`src/common/replay_settings.svh`:
```
// Build-wide sizing macros for the trace replay subsystem; include wherever widths or depths are needed
`ifndef REPLAY_SETTINGS_SVH
`define REPLAY_SETTINGS_SVH

// Data beat width in bits
`define REPLAY_DATA_WIDTH 32

// Word address width, 256 words in the model
`define REPLAY_ADDR_WIDTH 8

// Beats returned per read command
`define REPLAY_BURST_LEN 1

// Buffer depths inside the engine
`define REPLAY_TRACE_DEPTH 16
`define REPLAY_READ_DEPTH 4

// Cycles from a taken read command to its data
`define REPLAY_MEM_LATENCY 3

`endif
```
`src/common/trace_pkg.sv`:
```
// Trace entry format loaded by the producer into the replay engine
`default_nettype none

`include "replay_settings.svh"

package trace_pkg;

    typedef enum logic [2:0] {
        trace_wr_cmd     = 3'b000,
        trace_rd_cmd     = 3'b001,
        trace_wdata      = 3'b010,
        trace_wdata_last = 3'b011,
        trace_nop        = 3'b100,
        trace_exec       = 3'b101
    } trace_op_e;

    localparam int payload_width_lp = `REPLAY_DATA_WIDTH + `REPLAY_DATA_WIDTH / 8;

    // Command view, address in the low bits
    typedef struct packed {
        logic [payload_width_lp-`REPLAY_ADDR_WIDTH-1:0] pad;
        logic [`REPLAY_ADDR_WIDTH-1:0]                  addr;
    } trace_cmd_s;

    typedef struct packed {
        logic [`REPLAY_DATA_WIDTH-1:0]   data;
        logic [`REPLAY_DATA_WIDTH/8-1:0] mask;
    } trace_data_s;

    typedef union packed {
        trace_cmd_s  cmd;
        trace_data_s wdata;
    } trace_payload_u;

    typedef struct packed {
        trace_op_e      op;
        trace_payload_u payload;
    } trace_entry_s;

endpackage

`default_nettype wire

```
`src/common/ui_pkg.sv`:
```
// Memory-controller user-interface types shared by the replay engine, the memory model and the top
`default_nettype none

`include "replay_settings.svh"

package ui_pkg;

    // Command encoding as seen on a DDR controller user interface
    typedef enum logic [2:0] {
        app_cmd_write = 3'b000,
        app_cmd_read  = 3'b001
    } app_cmd_e;

    typedef struct packed {
        app_cmd_e                      cmd;
        logic [`REPLAY_ADDR_WIDTH-1:0] addr;
        logic                          en;
    } ui_cmd_s;

    // Mask bit set means that byte is left untouched
    typedef struct packed {
        logic [`REPLAY_DATA_WIDTH-1:0]   data;
        logic [`REPLAY_DATA_WIDTH/8-1:0] mask;
        logic                            wren;
        logic                            last;
    } ui_wdata_s;

endpackage

`default_nettype wire

```
`src/hw/trace_replay/trace_replay.sv`:
```
// Fill/drain replay engine; stores trace entries until execute, then drives them onto the user interface
`default_nettype none
`timescale 1ns/100ps

`include "replay_settings.svh"

module trace_replay (
    input  wire logic                          clk_i,
    input  wire logic                          reset_i,

    // Producer side
    input  wire trace_pkg::trace_entry_s       trace_i,
    input  wire logic                          trace_v_i,
    output logic                               trace_ready_o,

    // Consumer side
    output logic [`REPLAY_DATA_WIDTH-1:0]      rd_data_o,
    output logic                               rd_v_o,
    input  wire logic                          rd_ready_i,

    // Controller user interface
    output ui_pkg::ui_cmd_s                    app_cmd_o,
    input  wire logic                          app_rdy_i,
    output ui_pkg::ui_wdata_s                  app_wdata_o,
    input  wire logic                          app_wdf_rdy_i,
    input  wire logic                          app_rd_valid_i,
    input  wire logic [`REPLAY_DATA_WIDTH-1:0] app_rd_data_i
);

    localparam int cnt_w_lp = $clog2(`REPLAY_READ_DEPTH + 1);

    typedef enum logic {
        st_fill,
        st_drain
    } state_e;

    state_e                   state_r;
    state_e                   state_n;
    logic                     is_exec_in;
    logic                     store_v_li;
    logic                     store_ready_lo;
    trace_pkg::trace_entry_s  head;
    logic                     head_v;
    logic                     head_yumi;
    logic [cnt_w_lp-1:0]      rd_held;
    logic [cnt_w_lp-1:0]      inflight_r;
    logic [cnt_w_lp-1:0]      credit_free;
    logic                     read_avail;
    logic                     is_write;
    logic                     is_read;
    logic                     is_wdata;
    logic                     is_wlast;
    logic                     is_nop;
    logic                     issue_read;

    ////////////////////
    // Trace store
    ////////////////////

    // Execute marker only switches phase, it is not kept
    assign is_exec_in = (trace_i.op == trace_pkg::trace_exec);
    assign store_v_li = (state_r == st_fill) & trace_v_i & ~is_exec_in;
    assign trace_ready_o = (state_r == st_fill) & store_ready_lo;

    replay_fifo #(
        .payload_t (trace_pkg::trace_entry_s),
        .depth_p   (`REPLAY_TRACE_DEPTH)
    ) trace_store (
        .clk_i   (clk_i),
        .reset_i (reset_i),
        .data_i  (trace_i),
        .v_i     (store_v_li),
        .ready_o (store_ready_lo),
        .data_o  (head),
        .v_o     (head_v),
        .yumi_i  (head_yumi),
        .count_o ()
    );

    ////////////////////
    // Read return path
    ////////////////////

    replay_fifo #(
        .payload_t (logic [`REPLAY_DATA_WIDTH-1:0]),
        .depth_p   (`REPLAY_READ_DEPTH)
    ) read_buf (
        .clk_i   (clk_i),
        .reset_i (reset_i),
        .data_i  (app_rd_data_i),
        .v_i     (app_rd_valid_i),
        .ready_o (),
        .data_o  (rd_data_o),
        .v_o     (rd_v_o),
        .yumi_i  (rd_v_o & rd_ready_i),
        .count_o (rd_held)
    );

    // Room left once held beats and outstanding reads are counted
    assign credit_free = cnt_w_lp'(`REPLAY_READ_DEPTH) - rd_held - inflight_r;
    assign read_avail  = (credit_free >= cnt_w_lp'(`REPLAY_BURST_LEN));
    assign issue_read  = app_cmd_o.en & app_rdy_i & is_read;

    always_ff @(posedge clk_i) begin
        if (reset_i) begin
            inflight_r <= '0;
        end else begin
            inflight_r <= inflight_r
                        + (issue_read ? cnt_w_lp'(`REPLAY_BURST_LEN) : '0)
                        - (app_rd_valid_i ? cnt_w_lp'(1) : '0);
        end
    end

    ////////////////////
    // Drain control
    ////////////////////

    assign is_write = (head.op == trace_pkg::trace_wr_cmd);
    assign is_read  = (head.op == trace_pkg::trace_rd_cmd);
    assign is_wlast = (head.op == trace_pkg::trace_wdata_last);
    assign is_wdata = (head.op == trace_pkg::trace_wdata) | is_wlast;
    assign is_nop   = (head.op == trace_pkg::trace_nop);

    always_comb begin
        state_n = state_r;

        app_cmd_o.cmd  = is_read ? ui_pkg::app_cmd_read : ui_pkg::app_cmd_write;
        app_cmd_o.addr = head.payload.cmd.addr;
        app_cmd_o.en   = 1'b0;

        app_wdata_o.data = head.payload.wdata.data;
        app_wdata_o.mask = head.payload.wdata.mask;
        app_wdata_o.wren = 1'b0;
        app_wdata_o.last = 1'b0;

        head_yumi = 1'b0;

        unique case (state_r)
            st_fill: begin
                if (trace_v_i & is_exec_in) begin
                    state_n = st_drain;
                end
            end
            st_drain: begin
                app_cmd_o.en     = head_v & (is_write | (is_read & read_avail));
                app_wdata_o.wren = head_v & is_wdata;
                app_wdata_o.last = head_v & is_wlast;

                // At most one entry leaves the store per cycle
                head_yumi = head_v & ((app_cmd_o.en & app_rdy_i)
                                    | (app_wdata_o.wren & app_wdf_rdy_i)
                                    | is_nop);

                if (!head_v) begin
                    state_n = st_fill;
                end
            end
            default: state_n = st_fill;
        endcase
    end

    always_ff @(posedge clk_i) begin
        if (reset_i) begin
            state_r <= st_fill;
        end else begin
            state_r <= state_n;
        end
    end

endmodule

`default_nettype wire

```
`src/hw/replay_fifo.sv`:
```
// Small synchronous FIFO with a typed payload; used for the trace store and the read buffer
`default_nettype none
`timescale 1ns/100ps

module replay_fifo #(
    parameter type payload_t = logic,
    parameter int  depth_p   = 4,
    localparam int cnt_w_lp  = $clog2(depth_p + 1)
) (
    input  wire logic                clk_i,
    input  wire logic                reset_i,
    input  wire payload_t            data_i,
    input  wire logic                v_i,
    output logic                     ready_o,
    output payload_t                 data_o,
    output logic                     v_o,
    input  wire logic                yumi_i,
    output logic [cnt_w_lp-1:0]      count_o
);

    localparam int ptr_w_lp = (depth_p > 1) ? $clog2(depth_p) : 1;
    localparam logic [ptr_w_lp-1:0] last_ptr_lp = ptr_w_lp'(depth_p - 1);

    payload_t              mem_r [depth_p];
    logic [ptr_w_lp-1:0]   wr_ptr_r;
    logic [ptr_w_lp-1:0]   rd_ptr_r;
    logic [cnt_w_lp-1:0]   count_r;
    logic                  do_wr;
    logic                  do_rd;

    // Full check ignores a same-cycle pop
    assign ready_o = (count_r != cnt_w_lp'(depth_p));
    assign v_o     = (count_r != '0);
    assign data_o  = mem_r[rd_ptr_r];
    assign count_o = count_r;

    assign do_wr = v_i & ready_o;
    assign do_rd = yumi_i & v_o;

    always_ff @(posedge clk_i) begin
        if (reset_i) begin
            wr_ptr_r <= '0;
            rd_ptr_r <= '0;
            count_r  <= '0;
        end else begin
            if (do_wr) begin
                wr_ptr_r <= (wr_ptr_r == last_ptr_lp) ? '0 : wr_ptr_r + 1'b1;
            end
            if (do_rd) begin
                rd_ptr_r <= (rd_ptr_r == last_ptr_lp) ? '0 : rd_ptr_r + 1'b1;
            end
            unique case ({do_wr, do_rd})
                2'b10:   count_r <= count_r + 1'b1;
                2'b01:   count_r <= count_r - 1'b1;
                default: count_r <= count_r;
            endcase
        end
    end

    // Storage
    always_ff @(posedge clk_i) begin
        if (do_wr) begin
            mem_r[wr_ptr_r] <= data_i;
        end
    end

endmodule

`default_nettype wire

```
`config.mk`:
```
export PLATFORM = sky130hd
export DESIGN_NAME = trace_replay
export DESIGN_NICKNAME = d
export VERILOG_FILES = /design/src/common/trace_pkg.sv /design/src/common/ui_pkg.sv /design/src/hw/trace_replay/trace_replay.sv /design/src/hw/replay_fifo.sv
export VERILOG_INCLUDE_DIRS = /design/src /design/src/common
export SDC_FILE = /design/constraint.sdc
export NUM_CORES = 1
export LEC_CHECK = 0
export BUFFER_PORTS_ARGS = -buffer_cell sky130_fd_sc_hd__buf_4
export CAP_MARGIN = 20
export CORE_MARGIN = 8
export CORE_UTILIZATION = 65
export CTS_BUF_LIST = sky130_fd_sc_hd__clkbuf_2 sky130_fd_sc_hd__clkbuf_4 sky130_fd_sc_hd__clkbuf_8
export DETAILED_ROUTE_END_ITERATION = 12
export HOLD_SLACK_MARGIN = 0.15
export PLACE_DENSITY = 0.92
export REMOVE_ABC_BUFFERS = 1
export SETUP_SLACK_MARGIN = 0.5
export SLEW_MARGIN = 0
export SYNTH_ARGS = -nofsm -noshare
export SYNTH_HDL_FRONTEND = slang
export SYNTH_SLANG_ARGS = --single-unit
```
`constraint.sdc`:
```
create_clock -name clk_i -period 10.3 [get_ports clk_i]
set_input_delay 0.515 -clock clk_i [delete_from_list [all_inputs] [get_ports clk_i]]
set_output_delay 0.515 -clock clk_i [all_outputs]
set_load 0.03 [all_outputs]
```
==> metrics.yaml, run 1 <==
run_status:
  outcome: "finished clean"
cts:
  clockRootBuffer: "clkbuf_8"
  clk_path_buf_depth: 3
  ctsResizeCount: 0
  htreeDepth: 3
  cts.sinks: 782
  clk_pin_slew_ps: 70
  cts_buffers: 114
  post_cts_buffers: 0
  clk_latency_ps: 700
  cts_tree: "yes"
synth:
  avgSynthCellArea_sq_um: 23.6
  synth-seq-cells: 782
  synth.top_cell.area_share_pct: 75.8
  synth_top_area_cell: "edfxtp_1"
  synth_cell_type_count: 42
  synth_ff_type: "edfxtp_1"
  yosysWarnings: 0
  synth_area_leaders: "edfxtp_1 76%, mux4_2 17%, dfxtp_1 2.0%"
  yosysMostFrequentCell: "edfxtp_1"
  synth_edf_count: 752
  syn_inst: 1262
  seq_area_frac_synth_pct: 77.8
  async_flop_share_pct: 0
  synth_commonest_cells: "752 x edfxtp_1, 223 x mux4_2, 37 x clkbuf_1"
  synth.cell_area_sq_mm: 0.0298
sta:
  max_freq_ghz: 0.208
  worst_slew_pin_slew_ps: 1120
  fin_setup_tns_ps: 0
  fin_skew_ps: 24.7
  slew_headroom_pct: 25.2
  fin_crit_sh_pct: 46.7
  slew_violations: 0
  setup_viol: 0
  layout_min_cycle_time_ps: 4810
  hold_viol_final: 0
  setup_ws_ps: 5490
  rsz0062_at_grt: "no"
placement:
  port_buffers: 159
  hpwl_um: 38000
  dp_worst_setup_slack_ps: 5680
  gp_congestion: 0.727
layout:
  nFillCells: 2210
  syn_to_final_growth_pct: 16.4
  nets: 1672
  drive_above_1_share_pct: 37.2
  regArea_sq_mm: 0.0232
  multi_input_area_sq_mm: 0.00634
power:
  sw_frac_of_total_pct: 23.6
  p_int_mw: 5.04
  combPwrFrac_pct: 10.1
  vdd_drop_max_v: 0.000150
  power_density_mw_per_mm2: 191
  seqPwrFrac_pct: 54.8
  pwr-share-clk_pct: 35.2
  leakagePower_nw: 11.1
  switching_power_mw: 1.56
worst_setup_path:
  crit_type: "flop to output port"
  cp-start-kind: "flop"
  endpoint_kind: "output port"
  worstPathArrival_ps: 4300
  rr_endpoint: "trace_store.count_o[4]"
  worstPathRequired_ps: 9790
  reg2reg_depth: 13
  cp_max_fo: 62
  regToRegSetupSlack_ps: 5690
global_route:
  grt_max_degree: 113
  antenna_found_initial: 2
  overflow: 0
  grt_pass1_wl_um: 97600
  first_global_vias: 15700
  grt_use_total_pct: 25.1
route:
  wire_per_inst_um: 29.4
  wirelength_um: 66500
  drtAntennaViolNets: 0
  drc_errors: 0
  first_pass_iters: 5
  num_vias: 14800
  drt_iter0_drc: 1546
  vias_per_cell: 6.52
floorplan:
  dieHeight_um: 230
  row_count: 78
  io_pins: 162
  core_sq_mm: 0.0453
  initial_utilization_pct: 65.8
  die_w_um: 230
  die_area_sq_mm: 0.0529
min_path:
  min_from: "trace_v_i"
  holdPathEnd: "state_r"
  hold_depth: 4
  hold_path.class: "input pin to flop"
job:
  drv_cap: 0
==> sequential cells by signal, summed over array words and instances (netlist names), named ones only <==
name	cells
state_r	1
read_buf.mem_r	128
trace_store.rd_ptr_r	4
read_buf.wr_ptr_r	2
trace_store.mem_r	624
trace_store.wr_ptr_r	4
inflight_r	3
read_buf.count_o	3
trace_store.count_o	5
read_buf.rd_ptr_r	2
==> power groups by stage <==
stage / registers [mW] / logic (mW) / clock network [mW]
after global placement: 3.67 / 0.616 / 0
after global routing: 3.62 / 0.707 / 2.49
after floorplan: 3.69 / 0.372 / 0
after detailed placement: 3.68 / 0.639 / 0
after CTS: 3.62 / 0.666 / 2.36
final: 3.62 / 0.666 / 2.32
==> worst max-delay path: stages (launching register included) <==
cell and delay [ps]:
dfxtp_4 760, buf_4 810, buf_4 730, mux4_2 470
mux4_2 530, buf_4 200
==> cell families (layout without fill, tap and decap cells) <==
kind of cell,count (synthesis),after routing,share of synthesized area [%]
AOI/OAI and AO/OA,38,38,0.878
xor gates and xnor gates,13,13,0.382
adders and majority gates,22,22,0.974
buffers and inverters,86,486,1.30
DFF,782,782,77.8
muxes,231,231,17.2
other,1,4,0.0126
and+or+nand+nor,89,89,1.41
==> worst max path at each step <==
stage,end,cells past startpoint
floorplan,trace_store.count_o[4],13
finish,app_wdata_o[34],5
global placement,trace_store.count_o[4],13
global route,trace_store.count_o[4],13
CTS,app_cmd_o[5],5
detailed placement,trace_store.count_o[4],13
==> metal layers <==
metal | global-route usage [%] | up-vias | share of wire (%)
met3 | 5.41 | 178 | 8.7
li1 | - | 5977 | -
met4 | 10.8 | 0 | 3.6
met1 | 30.0 | 7616 | 35
met2 | 44.0 | 1008 | 53
met5 | 0 | - | 0
==> placed cells by master (no fill, tap or decap), drive strengths merged, types with 2 or more instances in the layout <==
cell type      n
edfxtp       752
clkinv        45
ha            20
and3           5
a31oi          4
xnor2          3
nand2b         5
xor2          10
conb           2
a22oi          4
diode          2
nor2          35
buf          188
dfxtp         30
o21ai          5
nor2b          6
nand2         16
mux4         225
nor3           8
nand3          6
mux2i          6
a21oi         16
clkbuf       155
or3            4
dlygate4sd3   73
fa             2
inv           24
and2           2
==> per-stage QoR <==
| stage | hold WS [ps] | utilization [%] | total power, mW | cells | instance area [sq um] |
|---|---|---|---|---|---|
| after global placement | 454 | 70.2 | 4.29 | 1983 | 31800 |
| after detailed placement | 477 | 70.2 | 4.32 | 1983 | 31800 |
| final | 210 | 76.6 | 6.60 | 2265 | 34700 |
| after floorplan | 447 | - | 4.06 | 1195 | 29500 |
| after global routing | 203 | 76.6 | 6.82 | 2264 | 34700 |
| after CTS | 153 | 76.5 | 6.64 | 2263 | 34700 |
==> final cells by class <==
class	count	area share [%]
clock buffers	155	5.45
diodes	2	0.0144
well taps	600	2.17
clock inverters	52	0.765
repair buffers	261	6.22
flip-flops and latches	782	66.9
multi-input cells	395	18.3
inverters	18	0.195
==> timing repair <==
item	in CTS	in global routing
hold endpoints to repair	766	0
hold buffers	73	0
endpoints found under the setup margin	0	0
(Power assumes the default switching activity.)
==> run 2, diff against run 1 <==
--- a/config.mk
+++ b/config.mk
@@ -9,11 +9,11 @@
 export BUFFER_PORTS_ARGS = -buffer_cell sky130_fd_sc_hd__buf_4
 export CAP_MARGIN = 20
 export CORE_MARGIN = 8
-export CORE_UTILIZATION = 65
+export CORE_UTILIZATION = 57
 export CTS_BUF_LIST = sky130_fd_sc_hd__clkbuf_2 sky130_fd_sc_hd__clkbuf_4 sky130_fd_sc_hd__clkbuf_8
 export DETAILED_ROUTE_END_ITERATION = 12
 export HOLD_SLACK_MARGIN = 0.15
-export PLACE_DENSITY = 0.92
+export PLACE_DENSITY = 0.86
 export REMOVE_ABC_BUFFERS = 1
 export SETUP_SLACK_MARGIN = 0.5
 export SLEW_MARGIN = 0
==> constraint.sdc (replaced) <==
create_clock -name clk_i -period 3.99 [get_ports clk_i]
set_input_delay 0.1995 -clock clk_i [delete_from_list [all_inputs] [get_ports clk_i]]
set_output_delay 0.1995 -clock clk_i [all_outputs]
set_load 0.03 [all_outputs]
==> run 2 against run 1 <==
Effect of this change:
- the run now ends with negative hold slack left
- first-iteration DRC count increased by 7.9%
- final area up 2.8%
- global-route usage is 1.5 points lower
- count of clock-buffer cells in the layout shrank 14
- combinational power rose to 2.6 times the previous value
- clock skew grew 26 ps
- critical path type is now flop to flop
- critical endpoint is now trace_store.count_o[4]
- largest power group unchanged
==> metrics.yaml, run 2 (synthesis gave the netlist of run 1 again) <==
worst_setup_path:
  cp_max_fo: 5
  endpoint_kind: "flop"
  cp-start-kind: "flop"
  regToRegSetupSlack_ps: 450
  critPathTopFamily: "multiplexers"
  crit_type: "flop to flop"
  worstPathRequired_ps: 4630
  crit_top_cell: "a21oi_1"
  max_stage_delay_ps: 550
  worstPathArrival_ps: 4180
  cp_num_buf_inv: 1
  rr_endpoint: "trace_store.count_o[4]"
  crit_chain: "buf_6 > mux4_2 > mux4_2 > o21a_1 > a211oi_4 > ha_2 > xor2_1 > ha_2 > o21ai_1 > a21oi_1 > a21oi_1 > xor2_1 > or3_1 > a21oi_1"
  cp_slowest_cell: "mux4_2"
  reg2reg_depth: 14
placement:
  gp_congestion: 0.778
  port_buffers: 159
  hpwl_um: 38100
cts:
  cts_hold_buf: 90
  clockRootBuffer: "clkbuf_8"
  htreeDepth: 3
  clk_path_buf_depth: 3
  clk_pin_slew_ps: 60
  cts_tree: "yes"
  cts.sinks: 782
  clk_latency_ps: 730
  cts_buffers: 113
route:
  wire_per_inst_um: 29.8
  drc_errors: 0
  drt_iter0_drc: 1668
  first_pass_iters: 5
  wirelength_um: 71400
  vias_per_cell: 6.37
  drtAntennaViolNets: 0
  num_vias: 15200
layout:
  largest_register_ffs: 624
  final_common_cell: "edfxtp_1"
  largest_register: "trace_store.mem_r"
  syn_to_final_growth_pct: 19.6
  mostFrequentLayoutCells: "752 x edfxtp_1, 224 x mux4_2, 197 x buf_4, 115 x clkbuf_8, 90 x dlygate4sd3_1"
  nets: 1719
  drive_above_1_share_pct: 38.1
global_route:
  overflow: 0
  antenna_found_initial: 3
  grt_max_degree: 57
  first_global_vias: 15800
  grt_pass1_wl_um: 103000
  grt_use_total_pct: 23.6
sta:
  slew_headroom_pct: 33.9
  whs_ps: -153
  worst_slew_pin_slew_ps: 992
  hold_viol_final: 7
  max_freq_ghz: 0.283
  fin_setup_tns_ps: 0
  rsz0062_at_grt: "yes"
  layout_min_cycle_time_ps: 3540
  fin_crit_sh_pct: 88.7
  slew_violations: 0
  setup_viol: 0
  fin_skew_ps: 51.0
power:
  p_int_mw: 13.5
  power_mw: 17.7
  pwr-share-clk_pct: 37.2
  vdd_drop_max_v: 0.000479
  power_density_mw_per_mm2: 497
  switching_power_mw: 4.19
  leakagePower_nw: 11.5
  seqPwrFrac_pct: 53.0
  combPwrFrac_pct: 9.9
  sw_frac_of_total_pct: 23.7
min_path:
  holdPathEnd: "inflight_r[1]"
  min_from: "reset_i"
  hold_depth: 2
  hold_path.class: "input pin to flop"
floorplan:
  io_pins: 162
  dieHeight_um: 245
  die_area_sq_mm: 0.0598
  initial_utilization_pct: 57.8
  die_w_um: 245
  core_sq_mm: 0.0515
  row_count: 83
run_status:
  outcome: "finished, violations left"
  violations: "negative hold slack"
job:
  drv_cap: 0
-- run 2: how the worst max path moves through the flow --
| stage | slack [ps] | end | from | depth (start not counted) |
|---|---|---|---|---|
| 2_1_floorplan | -5790 | trace_store.count_o[4] | flop | 13 |
| 5_1_grt | 250 | trace_store.count_o[4] | flop | 14 |
| 3_3_place_gp | 360 | trace_store.count_o[4] | flop | 13 |
| 3_5_place_dp | 290 | trace_store.count_o[4] | flop | 13 |
| 4_1_cts | 450 | trace_store.count_o[4] | flop | 13 |
| 6_report | 450 | trace_store.count_o[4] | flop | 14 |
-- run 2: worst reg2reg max path, stage by stage (launching register included) --
cell	delay, ps
dfxtp_4	410
buf_6	150
mux4_2	520
mux4_2	550
o21a_1	170
a211oi_4	180
ha_2	230
xor2_1	170
ha_2	220
o21ai_1	60
a21oi_1	150
a21oi_1	90
xor2_1	150
or3_1	310
a21oi_1	120
-- run 2: metal layers --
layer	up-vias	share of wire, %	wire, um	global-route usage [%]
met3	180	9.4	6720	5.05
met2	1067	52	37000	40.0
li1	6073	-	-	-
met4	4	3.5	2490	9.53
met1	7923	35	25200	29.7
met5	-	0.066	47	0
-- run 2: power by group through the flow --
| stage | Clock, mW | Sequential [mW] | Combinational (mW) |
|---|---|---|---|
| after floorplan | 0 | 9.53 | 0.960 |
| after CTS | 6.63 | 9.37 | 1.73 |
| final | 6.58 | 9.37 | 1.75 |
| after detailed placement | 0 | 9.54 | 1.62 |
| after global routing | 6.99 | 9.39 | 1.84 |
| after global placement | 0 | 9.51 | 1.57 |
-- run 2: timing repair --
item | CTS | global route
setup buffers | 12 | 0
resized for setup | 21 | 8
endpoints found under the hold margin | 782 | 7
gates cloned | 1 | 0
pin swaps | 5 | 6
setup endpoints to repair | 36 | 25
-- run 2: area by class of cell --
cell class                      instances  area, sq um
Tap cell                              680          851
Sequential cell                       782        23200
Multi-Input combinational cell        395         6360
Timing Repair Buffer                  309         2790
Clock buffer                          141         1780
Inverter                               18         67.6
Fill cell                            2880        15900
Antenna cell                            3         7.51
Clock inverter                         67          567
-- run 2: per-stage QoR --
step | area [sq um] | instances | setup slack, ps | util (%)
floorplan | 29500 | 1195 | -5790 | -
global placement | 32100 | 2081 | 355 | 62.4
detailed placement | 32100 | 2081 | 292 | 62.4
CTS | 35600 | 2392 | 449 | 69.1
global route | 35600 | 2392 | 246 | 69.1
finish | 35600 | 2395 | 453 | 69.2
